[src/include/systolic_params.svh]
// array geometry, bus widths and register map shared by the rtl and the testbench
`ifndef SYSTOLIC_PARAMS_SVH
`define SYSTOLIC_PARAMS_SVH

`define SA_DIM     4   // rows and columns of the cell grid
`define SA_ELEM_W  8   // signed operand width
`define SA_ACC_W   32  // signed accumulator width
`define SA_DATA_W  32  // axi4-lite data width
`define SA_ADDR_W  8   // axi4-lite address width

// last product reaches cell (3,3) in compute cycle 9
`define SA_COMPUTE_CYCLES 10

// register map (byte offsets)
`define REG_CTRL   8'h00  // bit 0 starts a run
`define REG_STATUS 8'h04  // bit 0 busy, bit 1 done
`define REG_A_BASE 8'h10  // one word per row of a, byte 3 is column 0
`define REG_B_BASE 8'h20  // one word per row of b
`define REG_C_BASE 8'h40  // sixteen result words, row-major

`endif

[src/hw/systolic_pkg.sv]
// element, matrix and axi4-lite channel types used across the systolic multiplier
`default_nettype none
`include "systolic_params.svh"

package systolic_pkg;

    typedef logic signed [`SA_ELEM_W-1:0] elem_t;
    typedef logic signed [`SA_ACC_W-1:0] acc_t;

    // both operand matrices, indexed [row][col]
    typedef struct packed {
        elem_t [`SA_DIM-1:0][`SA_DIM-1:0] a;
        elem_t [`SA_DIM-1:0][`SA_DIM-1:0] b;
    } mm_operands_t;

    typedef struct packed {
        acc_t [`SA_DIM-1:0][`SA_DIM-1:0] c;  // c[row][col]
    } mm_result_t;

    // manager to subordinate
    typedef struct packed {
        logic                  awvalid;
        logic [`SA_ADDR_W-1:0] awaddr;
        logic                  wvalid;
        logic [`SA_DATA_W-1:0] wdata;
        logic                  bready;
        logic                  arvalid;
        logic [`SA_ADDR_W-1:0] araddr;
        logic                  rready;
    } axil_req_t;

    // subordinate to manager
    typedef struct packed {
        logic                  awready;
        logic                  wready;
        logic                  bvalid;
        logic [1:0]            bresp;
        logic                  arready;
        logic                  rvalid;
        logic [`SA_DATA_W-1:0] rdata;
        logic [1:0]            rresp;
    } axil_rsp_t;

endpackage

`default_nettype wire

[src/hw/mm_regs.sv]
// axi4-lite register block holding the operands, start and status, and the result window
`default_nettype none
`include "systolic_params.svh"

module mm_regs (
    input  wire logic                       clk,
    input  wire logic                       reset,
    input  wire systolic_pkg::axil_req_t    axil_req_i,
    output systolic_pkg::axil_rsp_t         axil_rsp_o,
    output systolic_pkg::mm_operands_t      ops_o,
    output logic                            start_o,
    input  wire logic                       busy_i,
    input  wire logic                       done_i,  // one-cycle pulse from the array
    input  wire systolic_pkg::mm_result_t   result_i,
    output logic                            done_o
);

    localparam int         N           = `SA_DIM;
    localparam int         ROW_W       = $clog2(N);
    localparam int         IDX_W       = $clog2(N * N);
    localparam logic [1:0] RESP_OKAY   = 2'b00;
    localparam logic [1:0] RESP_SLVERR = 2'b10;

    logic                       aw_held_q;
    logic [`SA_ADDR_W-1:0]      awaddr_q;
    logic                       w_held_q;
    logic [`SA_DATA_W-1:0]      wdata_q;
    logic                       bvalid_q;
    logic [1:0]                 bresp_q;
    logic                       rvalid_q;
    logic [`SA_DATA_W-1:0]      rdata_q;
    logic [1:0]                 rresp_q;
    systolic_pkg::mm_operands_t ops_q;
    logic                       done_q;  // sticky until the next start

    logic                       awready;
    logic                       wready;
    logic                       arready;
    logic                       wr_fire;
    logic                       wr_err;
    logic                       wr_ctrl;
    logic                       wr_a;
    logic                       wr_b;
    logic [ROW_W-1:0]           wr_row;
    logic                       rd_err;
    logic [`SA_DATA_W-1:0]      rd_data;
    logic [IDX_W-1:0]           rd_idx;

    function automatic logic in_block(input logic [`SA_ADDR_W-1:0] addr,
                                      input logic [`SA_ADDR_W-1:0] base, input int words);
        return (addr >= base) && (addr < base + `SA_ADDR_W'(4 * words));
    endfunction

    function automatic logic [IDX_W-1:0] word_index(input logic [`SA_ADDR_W-1:0] addr,
                                                    input logic [`SA_ADDR_W-1:0] base);
        logic [`SA_ADDR_W-1:0] off;
        off = addr - base;
        return off[IDX_W+1:2];
    endfunction

    // column 0 sits in the top byte
    function automatic logic [`SA_DATA_W-1:0] pack_row(input systolic_pkg::elem_t [N-1:0] row);
        logic [`SA_DATA_W-1:0] word;
        for (int j = 0; j < N; j++) begin
            word[(N-1-j)*`SA_ELEM_W +: `SA_ELEM_W] = row[j];
        end
        return word;
    endfunction

    function automatic systolic_pkg::elem_t [N-1:0] unpack_row(input logic [`SA_DATA_W-1:0] w);
        systolic_pkg::elem_t [N-1:0] row;
        for (int j = 0; j < N; j++) begin
            row[j] = w[(N-1-j)*`SA_ELEM_W +: `SA_ELEM_W];
        end
        return row;
    endfunction

    assign awready = !aw_held_q && !bvalid_q;  // nothing new while a response waits
    assign wready  = !w_held_q && !bvalid_q;
    assign arready = !rvalid_q;
    assign wr_fire = aw_held_q && w_held_q;   // write takes effect on the edge raising bvalid

    always_comb begin
        wr_err  = 1'b0;
        wr_ctrl = 1'b0;
        wr_a    = 1'b0;
        wr_b    = 1'b0;
        wr_row  = '0;
        if (awaddr_q[1:0] != 2'b00) begin
            wr_err = 1'b1;
        end else if (awaddr_q == `REG_CTRL) begin
            wr_ctrl = 1'b1;
        end else if (in_block(awaddr_q, `REG_A_BASE, N)) begin
            wr_a   = 1'b1;
            wr_row = ROW_W'(word_index(awaddr_q, `REG_A_BASE));
        end else if (in_block(awaddr_q, `REG_B_BASE, N)) begin
            wr_b   = 1'b1;
            wr_row = ROW_W'(word_index(awaddr_q, `REG_B_BASE));
        end else if (awaddr_q != `REG_STATUS) begin
            wr_err = 1'b1;  // results are read only and the rest is unmapped
        end
    end

    // a start during a run is acknowledged and dropped
    assign start_o = wr_fire && wr_ctrl && wdata_q[0] && !busy_i;

    always_comb begin
        rd_err  = 1'b0;
        rd_data = '0;
        rd_idx  = '0;
        if (axil_req_i.araddr[1:0] != 2'b00) begin
            rd_err = 1'b1;
        end else if (axil_req_i.araddr == `REG_STATUS) begin
            rd_data = {{(`SA_DATA_W-2){1'b0}}, done_q, busy_i};
        end else if (in_block(axil_req_i.araddr, `REG_A_BASE, N)) begin
            rd_idx  = word_index(axil_req_i.araddr, `REG_A_BASE);
            rd_data = pack_row(ops_q.a[rd_idx[ROW_W-1:0]]);
        end else if (in_block(axil_req_i.araddr, `REG_B_BASE, N)) begin
            rd_idx  = word_index(axil_req_i.araddr, `REG_B_BASE);
            rd_data = pack_row(ops_q.b[rd_idx[ROW_W-1:0]]);
        end else if (in_block(axil_req_i.araddr, `REG_C_BASE, N * N)) begin
            rd_idx  = word_index(axil_req_i.araddr, `REG_C_BASE);
            rd_data = result_i.c[rd_idx[IDX_W-1:ROW_W]][rd_idx[ROW_W-1:0]];
        end else if (axil_req_i.araddr != `REG_CTRL) begin
            rd_err = 1'b1;  // ctrl reads back as zero
        end
    end

    always_ff @(posedge clk or posedge reset) begin
        if (reset) begin
            aw_held_q <= 1'b0;
            awaddr_q  <= '0;
            w_held_q  <= 1'b0;
            wdata_q   <= '0;
            bvalid_q  <= 1'b0;
            bresp_q   <= RESP_OKAY;
            ops_q     <= '0;
            done_q    <= 1'b0;
        end else begin
            if (axil_req_i.awvalid && awready) begin
                aw_held_q <= 1'b1;
                awaddr_q  <= axil_req_i.awaddr;
            end
            if (axil_req_i.wvalid && wready) begin
                w_held_q <= 1'b1;
                wdata_q  <= axil_req_i.wdata;
            end
            if (wr_fire) begin
                aw_held_q <= 1'b0;
                w_held_q  <= 1'b0;
                bvalid_q  <= 1'b1;
                bresp_q   <= wr_err ? RESP_SLVERR : RESP_OKAY;
                if (wr_a) ops_q.a[wr_row] <= unpack_row(wdata_q);
                if (wr_b) ops_q.b[wr_row] <= unpack_row(wdata_q);
            end else if (bvalid_q && axil_req_i.bready) begin
                bvalid_q <= 1'b0;
            end
            if (start_o) begin
                done_q <= 1'b0;
            end else if (done_i) begin
                done_q <= 1'b1;
            end
        end
    end

    always_ff @(posedge clk or posedge reset) begin
        if (reset) begin
            rvalid_q <= 1'b0;
            rdata_q  <= '0;
            rresp_q  <= RESP_OKAY;
        end else if (axil_req_i.arvalid && arready) begin
            rvalid_q <= 1'b1;
            rdata_q  <= rd_data;
            rresp_q  <= rd_err ? RESP_SLVERR : RESP_OKAY;
        end else if (rvalid_q && axil_req_i.rready) begin
            rvalid_q <= 1'b0;
        end
    end

    always_comb begin
        axil_rsp_o.awready = awready;
        axil_rsp_o.wready  = wready;
        axil_rsp_o.bvalid  = bvalid_q;
        axil_rsp_o.bresp   = bresp_q;
        axil_rsp_o.arready = arready;
        axil_rsp_o.rvalid  = rvalid_q;
        axil_rsp_o.rdata   = rdata_q;
        axil_rsp_o.rresp   = rresp_q;
    end

    assign ops_o  = ops_q;
    assign done_o = done_q;

    // responses stay put under back-pressure
    a_b_hold: assert property (@(posedge clk) disable iff (reset)
        axil_rsp_o.bvalid && !axil_req_i.bready |=> axil_rsp_o.bvalid && $stable(axil_rsp_o.bresp));

    a_r_hold: assert property (@(posedge clk) disable iff (reset)
        axil_rsp_o.rvalid && !axil_req_i.rready |=>
            axil_rsp_o.rvalid && $stable(axil_rsp_o.rdata) && $stable(axil_rsp_o.rresp));

endmodule

`default_nettype wire

[config.mk]
export PLATFORM = sky130hd
export DESIGN_NAME = mm_regs
export DESIGN_NICKNAME = d
export VERILOG_FILES = /design/src/hw/systolic_pkg.sv /design/src/hw/mm_regs.sv
export VERILOG_INCLUDE_DIRS = /design/src /design/src/include
export SDC_FILE = /design/constraint.sdc
export NUM_CORES = 1
export LEC_CHECK = 0
export BUFFER_PORTS_ARGS = -buffer_cell sky130_fd_sc_hd__clkbuf_2
export CORE_AREA = 4 4 333 335
export DETAILED_ROUTE_END_ITERATION = 7
export DIE_AREA = 0 0 337 339
export PLACE_DENSITY = 0.42
export SLEW_MARGIN = 40
export SYNTH_ARGS = -nofsm -noshare
export SYNTH_HDL_FRONTEND = slang
export SYNTH_SLANG_ARGS = --single-unit
[constraint.sdc]
create_clock -name clk -period 11.5 [get_ports clk]
set_input_delay 2.875 -clock clk [delete_from_list [all_inputs] [get_ports clk]]
set_output_delay 2.875 -clock clk [all_outputs]
set_load 0.1 [all_outputs]
# Word level (Yosys, flattened, before mapping)
# Index checks and enable logic that the tools add are counted.
# W data, S select, Z words.
totals:
  output_inout_bits: 299
  regBits: 337
  in_bits: 569
op_classes:
  n_lt_le_gt_ge: 16
  add_sub_neg: 5
  n_mux: 53
  reduce_logical: 33
  eq_ne: 2
op_table:
  columns: ["operator", "n"]
  rows:
  - ["$mux W32", 9]
  - ["$bmux W128 S2", 1]
  - ["$bwmux W128", 2]
  - ["$bmux W32 S2", 3]
  - ["$mux W128", 1]
  - ["$demux W32 S2", 1]
  - ["$lt A8 B6 Y1 const B", 4]
  - ["$mux W1", 30]
  - ["$logic_and A1 B1 Y1", 17]
  - ["$ge A8 B5 Y1 const B", 2]
  - ["$ge A8 B6 Y1 const B", 2]
  - ["$sub A4 B1 Y4 const B", 4]
  - ["$lt A2 B3 Y1 const B", 5]
  - ["$reduce_bool A2 Y1", 7]
  - ["$mux W2", 6]
  - ["$eq A8 B3 Y1 const B", 1]
  - ["$ge A8 B7 Y1 const B", 1]
  - ["$logic_not A8 Y1", 1]
  - ["$lt A8 B8 Y1 const B", 1]
  - ["$ne A8 B3 Y1 const B", 1]
  - ["$reduce_bool A8 Y1", 1]
  - ["$sub A6 B1 Y6 const B", 1]
  - ["$logic_not A1 Y1", 5]
  - ["$reduce_and A2 Y1", 2]
  - ["$ge A2 B1 Y1 const B", 1]

# Depth between registers and ports, before layout
# Gate-level depths: netlist of the first run.
logic_depth:
  depth_word: 11
  ltp_mapped: 7
  depth_no_buf: 4

# Worst setup path after synthesis of the first run
# No wires, ideal clock.
synth_timing:
  path_kind: "in2out"
  startpoint: "in busy_i"
  endpoint: "out start_o"
  n_path_buf: 0
  t_arrival_ps: 5907
  required_ps: 8625
  path_stages: 2
  path_slack_ps: 2718
  path_cell_list: "nand3b_1 > nor4_1"
synth_between:
  elab_chain_len: 2
synth_lines:
  columns: ["item", "line_no", "text"]
  rows:
  - ["start: declaration", "mm_regs.sv:12", "input wire logic busy_i,"]
  - ["$logic_not A1 Y1", "mm_regs.sv:105", "assign start_o = wr_fire && wr_ctrl && wdata_q[0] && !busy_i;"]
  - ["$logic_and A1 B1 Y1", "mm_regs.sv:105", null]
  - ["end: declaration", "mm_regs.sv:11", "output logic start_o,"]
# Every way passes these cells.

# Final worst setup path of the first run
# Same ends and word-level chain as after synthesis.

==> flow_summary_export.csv, run 1 <==
group,metric,value,unit
clock_tree,cts_resized,0,
place,place_ws,4630,ps
synth,syn_area_per_cell,15.4,sq um
synth,async_flop_share,100,%
route,initialDrtViolationCount,1555,
layout,fillers,11600,
sta,post-route-period-util,59.7,%
sta,drv_slew,0,
global_routing,grt_pass1_wl,183000,um
route,antenna_left,0,
clock_tree,clock_path_buffers,3,
run_status,status,"completed",
global_routing,grt.overflow.total,0,
sta,max_clock_freq,146,MHz
synth,ys_types,47,
worst_setup_path,cp.arrival,3990,ps
route,wl_met2,65400,um
route,first_pass_iters,5,
worst_setup_path,cpMostUsedCell,"clkbuf_2",
route,routed_wl,143000,um
floorplan,dieArea,114000,sq um
worst_setup_path,regToRegEndpoint,"ops_o[83]",
clock_tree,cts_buffers,46,
place,gp_congestion,1.02,
clock_tree,holdBufCountCts,0,
worst_setup_path,critical_path_class,"input pin to primary output",
synth,synth_top_area_cell,"dfrtp_1",
place,dp_hpwl,120000,um
worst_setup_path,start_kind,"input pin",
worst_setup_path,cp_num_cells,4,
clock_tree,clockRootBuffer,"clkbuf_16",
floorplan,die_h,339,um
sta,clock_skew,34.8,ps
synth,synthTopCellsByArea,"dfrtp_1, mux4_2, mux2_2",
worst_setup_path,cpPeakStageDelay,540,ps
route,highest_layer,"met5",
layout,nets,2628,
run,timing.max_cap.violations,0,
clock_tree,htreeDepth,2,
global_routing,grt_use_total,24.3,%
synth,synthFlopType,"dfrtp_1",
route,via_per_inst,4.79,
worst_setup_path,critical-path-top-delay-family,"buffers and inverters",
worst_setup_path,cp.required,8630,ps
sta,setup_viol,0,
synth,netlist_instances,1234,
power,p_leak,13.1,nW
worst_setup_path,r2r_start,"awaddr_q[0]",
power,vdd_drop_max,150,uV
power,powerDensity,214,nW/um^2
synth,synth-edff-count,0,
route,wire_per_inst,40.4,um
synth,ys_seq_area_share,44.1,%
sta,hold_viol,0,
worst_setup_path,crit_chain,"clkbuf_2 > nand3b_1 > nor4_1 > clkbuf_2",
clock_tree,postCtsSetupBuffers,0,
synth,syn_area,19000,sq um
sta,maxSlewHeadroom,45.4,%
worst_setup_path,rrSetupSlack,8690,ps
worst_setup_path,crit_end,"start_o",
worst_setup_path,crit_start,"busy_i",
route,via_count,17000,
worst_setup_path,crit_fanout,2,
global_routing,antenna_found_initial,124,
synth,ys.warnings.count,0,
place,port_buffers,865,
global_routing,grt_start_max_net_pins,102,
synth,ys_ff_latch,335,
worst_setup_path,cp_slowest_cell,"clkbuf_2",
hold_path,worstHoldPathType,"flop to flop",
sta,fin_ws,4640,ps
sta,rsz0062_at_grt,"no",
route,wl_met3,14800,um
clock_tree,cts_tree,"built",
clock_tree,cts.clk_slew.worst_paths,50,ps
hold_path,min_delay_path_depth,1,
floorplan,core_area,108000,sq um
clock_tree,clock_latency,610,ps
floorplan,io_pins,868,
route,drc,0,
route,drt-met1-wl,60000,um
worst_setup_path,reg2reg_depth,5,
floorplan,die_w,337,um
worst_setup_path,path_buf_inv,2,
worst_setup_path,worstSetupEndpointType,"primary output",
sta,finalCriticalPeriod,6860,ps
floorplan,start_util,17.6,%
layout,syn2layout_area_growth,39.0,%
global_routing,grt_pass1_vias,17300,
clock_tree,cts_sinks,335,
synth,netlist.area_leader.share,44.1,%
sta,worst_pin_slew,820,ps
layout,drive_above_1_share,68.4,%
sta,tns,0,ps
floorplan,rows,121,
[power breakdown]
group / internal, mW / switching, mW
Combinational: 0.563 / 1.87
Sequential: 1.43 / 0.340
Clock: 0.851 / 0.605
[worst min-delay path by stage]
stage                           from          to  slack [ps]
after CTS                  ops_o[89]   ops_o[89]         510
after global routing       ops_o[85]   ops_o[85]         520
after global placement     ops_o[95]   ops_o[95]         490
after detailed placement  rdata_q[1]  rdata_q[1]         500
final                      ops_o[85]   ops_o[85]         510
after floorplan             w_held_q   aw_held_q         500
[final cells by class]
class	count	area (sq um)	area share, %
clock buffer	66	1290	4.87
timing repair buffer	899	4680	17.7
tap	1414	1770	6.69
multi-input combinational	772	9980	37.7
inverter	5	22.5	0.0852
antenna	39	97.6	0.369
clock inverter	18	218	0.824
sequential	335	8380	31.7
[cell families after synthesis]
family	synth area share (%)
mux	40.3
other cells	0.0197
compound gates	8.09
flops	44.1
simple gates	3.61
buf+inv	3.93
[cell usage after synthesis (2+ instances only)]
cell type / number
buf_6: 17
buf_2: 42
nor4bb_1: 2
nand2_1: 9
a21oi_1: 4
mux2_1: 79
o21ai_1: 2
nor2_1: 36
and3_1: 3
a22oi_1: 4
nand2b_1: 32
nor3_2: 2
mux4_2: 192
nor2b_1: 4
clkbuf_1: 39
nand4_2: 2
o21ai_0: 4
inv_1: 5
mux2_2: 217
dfrtp_1: 335
o31ai_2: 30
a32oi_1: 32
nor3_1: 2
buf_4: 23
nor4b_2: 2
a22o_1: 60
and2_1: 3
and4b_1: 3
a21o_1: 31
[placed cells by master, fill, tap and decap left out, types with 3 or more instances in the layout]
| cell | Yosys | layout |
|---|---|---|
| clkbuf_2 | 1 | 861 |
| dfrtp_1 | 335 | 335 |
| mux2_2 | 217 | 217 |
| mux4_2 | 192 | 192 |
| mux2_1 | 79 | 79 |
| a22o_1 | 60 | 60 |
| clkbuf_16 | 0 | 46 |
| diode_2 | 0 | 39 |
| nor2_1 | 36 | 35 |
| a32oi_1 | 32 | 32 |
| a21o_1 | 31 | 31 |
| nand2b_1 | 32 | 30 |
| o31ai_2 | 30 | 30 |
| buf_4 | 23 | 25 |
| clkbuf_1 | 39 | 14 |
| buf_6 | 17 | 9 |
| nand2_1 | 9 | 7 |
| clkinv_2 | 0 | 6 |
| clkbuf_8 | 0 | 6 |
| o21ai_0 | 4 | 4 |
| a21oi_1 | 4 | 4 |
| a22oi_1 | 4 | 4 |
| inv_1 | 5 | 4 |
| clkinv_4 | 0 | 4 |
| nand2_2 | 1 | 3 |
| and3_1 | 3 | 3 |
| clkinvlp_4 | 0 | 3 |
| bufinv_16 | 0 | 3 |
[per-stage QoR]
stage	utilization, %	hold WS, ps	cells	instance area (sq um)	total power [mW]
6_report	24.5	508	3548	26400	5.66
3_5_place_dp	23.0	496	3424	24800	4.23
5_1_grt	24.4	523	3514	26300	5.86
4_1_cts	24.3	510	3508	26300	5.72
2_1_floorplan	-	499	1235	19000	3.53
3_3_place_gp	22.9	495	3421	24700	4.20
[sequential cells by signal, indices dropped and copies added, names as in the netlist]
name,flops
wdata_q,32
ops_o,256
rresp_q,1
rvalid_q,1
aw_held_q,1
awaddr_q,8
done_o,1
bresp_q,1
rdata_q,32
bvalid_q,1
w_held_q,1
[per-layer routing]
metal  vias to the layer above  GRT usage, %
li1                       6650             -
met4                        32          4.89
met1                      9136          32.2
met3                       196          9.01
met5                         -             0
met2                       984          38.2
Power figures use the tool's default switching activity.
==> run 2, diff against run 1 <==
--- a/config.mk
+++ b/config.mk
@@ -7,10 +7,10 @@
 export NUM_CORES = 1
 export LEC_CHECK = 0
 export BUFFER_PORTS_ARGS = -buffer_cell sky130_fd_sc_hd__clkbuf_2
-export CORE_AREA = 4 4 333 335
+export CORE_AREA = 4 4 335 337
 export DETAILED_ROUTE_END_ITERATION = 7
-export DIE_AREA = 0 0 337 339
-export PLACE_DENSITY = 0.42
+export DIE_AREA = 0 0 339 341
+export PLACE_DENSITY = 0.41
 export SLEW_MARGIN = 40
 export SYNTH_ARGS = -nofsm -noshare
 export SYNTH_HDL_FRONTEND = slang
==> constraint.sdc (replaced) <==
create_clock -name clk -period 7.1 [get_ports clk]
set_input_delay 1.775 -clock clk [delete_from_list [all_inputs] [get_ports clk]]
set_output_delay 1.775 -clock clk [all_outputs]
set_load 0.1 [all_outputs]
==> run 2 against run 1 <==
Net effect:
- hold slack improved by 0.78 ps
- critical path depth unchanged
- design area increased by 0.70%
- via count decreased by 1.9%
- register-to-register slack got worse by 4500 ps
- setup slack got worse by 2200 ps
- critical endpoint unchanged
- sequential power increased by 62%
- clock-buffer cell count decreased by 8
==> flow_summary_export.csv, run 2 (synthesized netlist as in run 1, its figures left out) <==
group,metric,value,unit
clock_tree,clockRootBuffer,"clkbuf_16",
route,antenna_left,0,
worst_setup_path,cp_slowest_cell,"clkbuf_2",
layout,design_area,26600,sq um
route,initialDrtViolationCount,1347,
sta,clock_skew,40.9,ps
clock_tree,cts_sinks,335,
run_status,status,"completed",
global_routing,grt_use_total,23.7,%
floorplan,core_area,109000,sq um
clock_tree,cts.clk_slew.worst_paths,60,ps
hold_path,min_to,"rdata_q[6]",
global_routing,antenna_found_initial,135,
sta,max_clock_freq,217,MHz
worst_setup_path,worstSetupEndpointType,"primary output",
sta,drv_slew,0,
place,gp_congestion,0.992,
layout,final_common_cell,"clkbuf_2",
hold_path,min_delay_path_depth,2,
layout,final_cell_mix,"clkbuf_2, dfrtp_1, mux2_2",
worst_setup_path,crit_fanout,2,
global_routing,grt.overflow.total,0,
worst_setup_path,start_kind,"input pin",
layout,multi_input_area,9970,sq um
layout,syn2layout_area_growth,40.0,%
route,routed_wl,142000,um
worst_setup_path,path_buf_inv,2,
worst_setup_path,critical-path-top-delay-family,"buffers and inverters",
layout,seq_area,8380,sq um
sta,setup_viol,0,
layout,nets,2626,
sta,fin_ws,2480,ps
sta,holdWs,508,ps
worst_setup_path,regToRegEndpoint,"ops_o[79]",
clock_tree,cts_tree,"built",
floorplan,die_w,339,um
floorplan,dieArea,116000,sq um
clock_tree,clock_latency,600,ps
place,dp_hpwl,118000,um
layout,fillers,11600,
global_routing,grt_pass1_wl,181000,um
worst_setup_path,cpPeakStageDelay,530,ps
sta,post-route-period-util,65.0,%
layout,largest_reg_flops,256,
power,powerDensity,346,nW/um^2
global_routing,grt_start_max_net_pins,146,
route,drc,0,
sta,worst_pin_slew,848,ps
floorplan,start_util,17.5,%
route,via_per_inst,4.69,
layout,drive_above_1_share,68.8,%
worst_setup_path,crit_chain,"clkbuf_2 > nand3b_1 > nor4_1 > clkbuf_2",
worst_setup_path,cpMostUsedCell,"clkbuf_2",
power,p_total,9.22,mW
power,vdd_drop_max,198,uV
worst_setup_path,critical_path_class,"input pin to primary output",
sta,rsz0062_at_grt,"no",
worst_setup_path,rrSetupSlack,4190,ps
worst_setup_path,cp.required,5330,ps
power,p_leak,13.2,nW
clock_tree,cts_resized,0,
place,place_ws,2470,ps
floorplan,die_h,341,um
worst_setup_path,r2r_start,"awaddr_q[0]",
route,via_count,16700,
floorplan,io_pins,868,
run,timing.max_cap.violations,0,
clock_tree,postCtsSetupBuffers,0,
hold_path,worstHoldPathType,"flop to flop",
clock_tree,cts_buffers,45,
sta,hold_viol,0,
worst_setup_path,reg2reg_depth,5,
clock_tree,htreeDepth,2,
floorplan,rows,121,
sta,tns,0,ps
route,first_pass_iters,7,
worst_setup_path,cp_num_cells,4,
place,port_buffers,865,
clock_tree,holdBufCountCts,0,
place,placed_cell_area,24900,sq um
route,wire_per_inst,40.0,um
global_routing,grt_pass1_vias,17200,
sta,maxSlewHeadroom,43.5,%
clock_tree,clock_path_buffers,3,
sta,finalCriticalPeriod,4620,ps
worst_setup_path,cp.arrival,2840,ps
hold_path,holdCritStartpoint,"rdata_q[6]",
-- run 2: changes by cell type in the layout (fill, tap and decap cells not counted), sizes merged, moves of 2 or more --
cell and change:
bufinv +2, clkinv +2, diode +12, clkbuf -8
-- run 2: power by group --
| part | internal [mW] | leakage [nW] | switching [mW] |
|---|---|---|---|
| combinational | 0.917 | 7.84 | 3.01 |
| sequential | 2.32 | 4.55 | 0.550 |
| clock | 1.47 | 0.769 | 0.964 |
| total | 4.70 | 13.2 | 4.52 |
-- run 2: final cells by class --
type                       count  area share, %
clock inverter                22           1.08
clock buffer                  58           4.84
antenna                       51          0.479
inverter                       5         0.0846
timing repair buffer         898           17.9
tap                         1414           6.65
multi-input combinational    772           37.5
sequential                   335           31.5
-- run 2: worst max path at each step --
stage                      start       to  slack [ps]
after floorplan           busy_i  start_o         520
after global placement    busy_i  start_o        2410
after detailed placement  busy_i  start_o        2470
after CTS                 busy_i  start_o        2470
after global routing      busy_i  start_o        2400
final                     busy_i  start_o        2480
-- run 2: per-stage QoR --
| stage | cells | util (%) |
|---|---|---|
| 6_report | 3555 | 24.5 |
| 5_1_grt | 3525 | 24.4 |
| 4_1_cts | 3502 | 24.3 |
| 3_5_place_dp | 3422 | 22.8 |
| 3_3_place_gp | 3418 | 22.7 |
| 2_1_floorplan | 1235 | - |
-- run 2: tightest hold or removal path, stage by stage (launching register included) --
cell	delay (ps)
dfrtp_1	350
a32oi_1	70
o31ai_2	50
-- run 2: layer usage --
layer | routed length, um | share of wire (%) | GRT usage [%]
met5 | 383 | 0.27 | 0
met4 | 4070 | 2.9 | 9.01
met3 | 18600 | 13 | 14.4
met2 | 65500 | 46 | 36.1
met1 | 53500 | 38 | 27.1
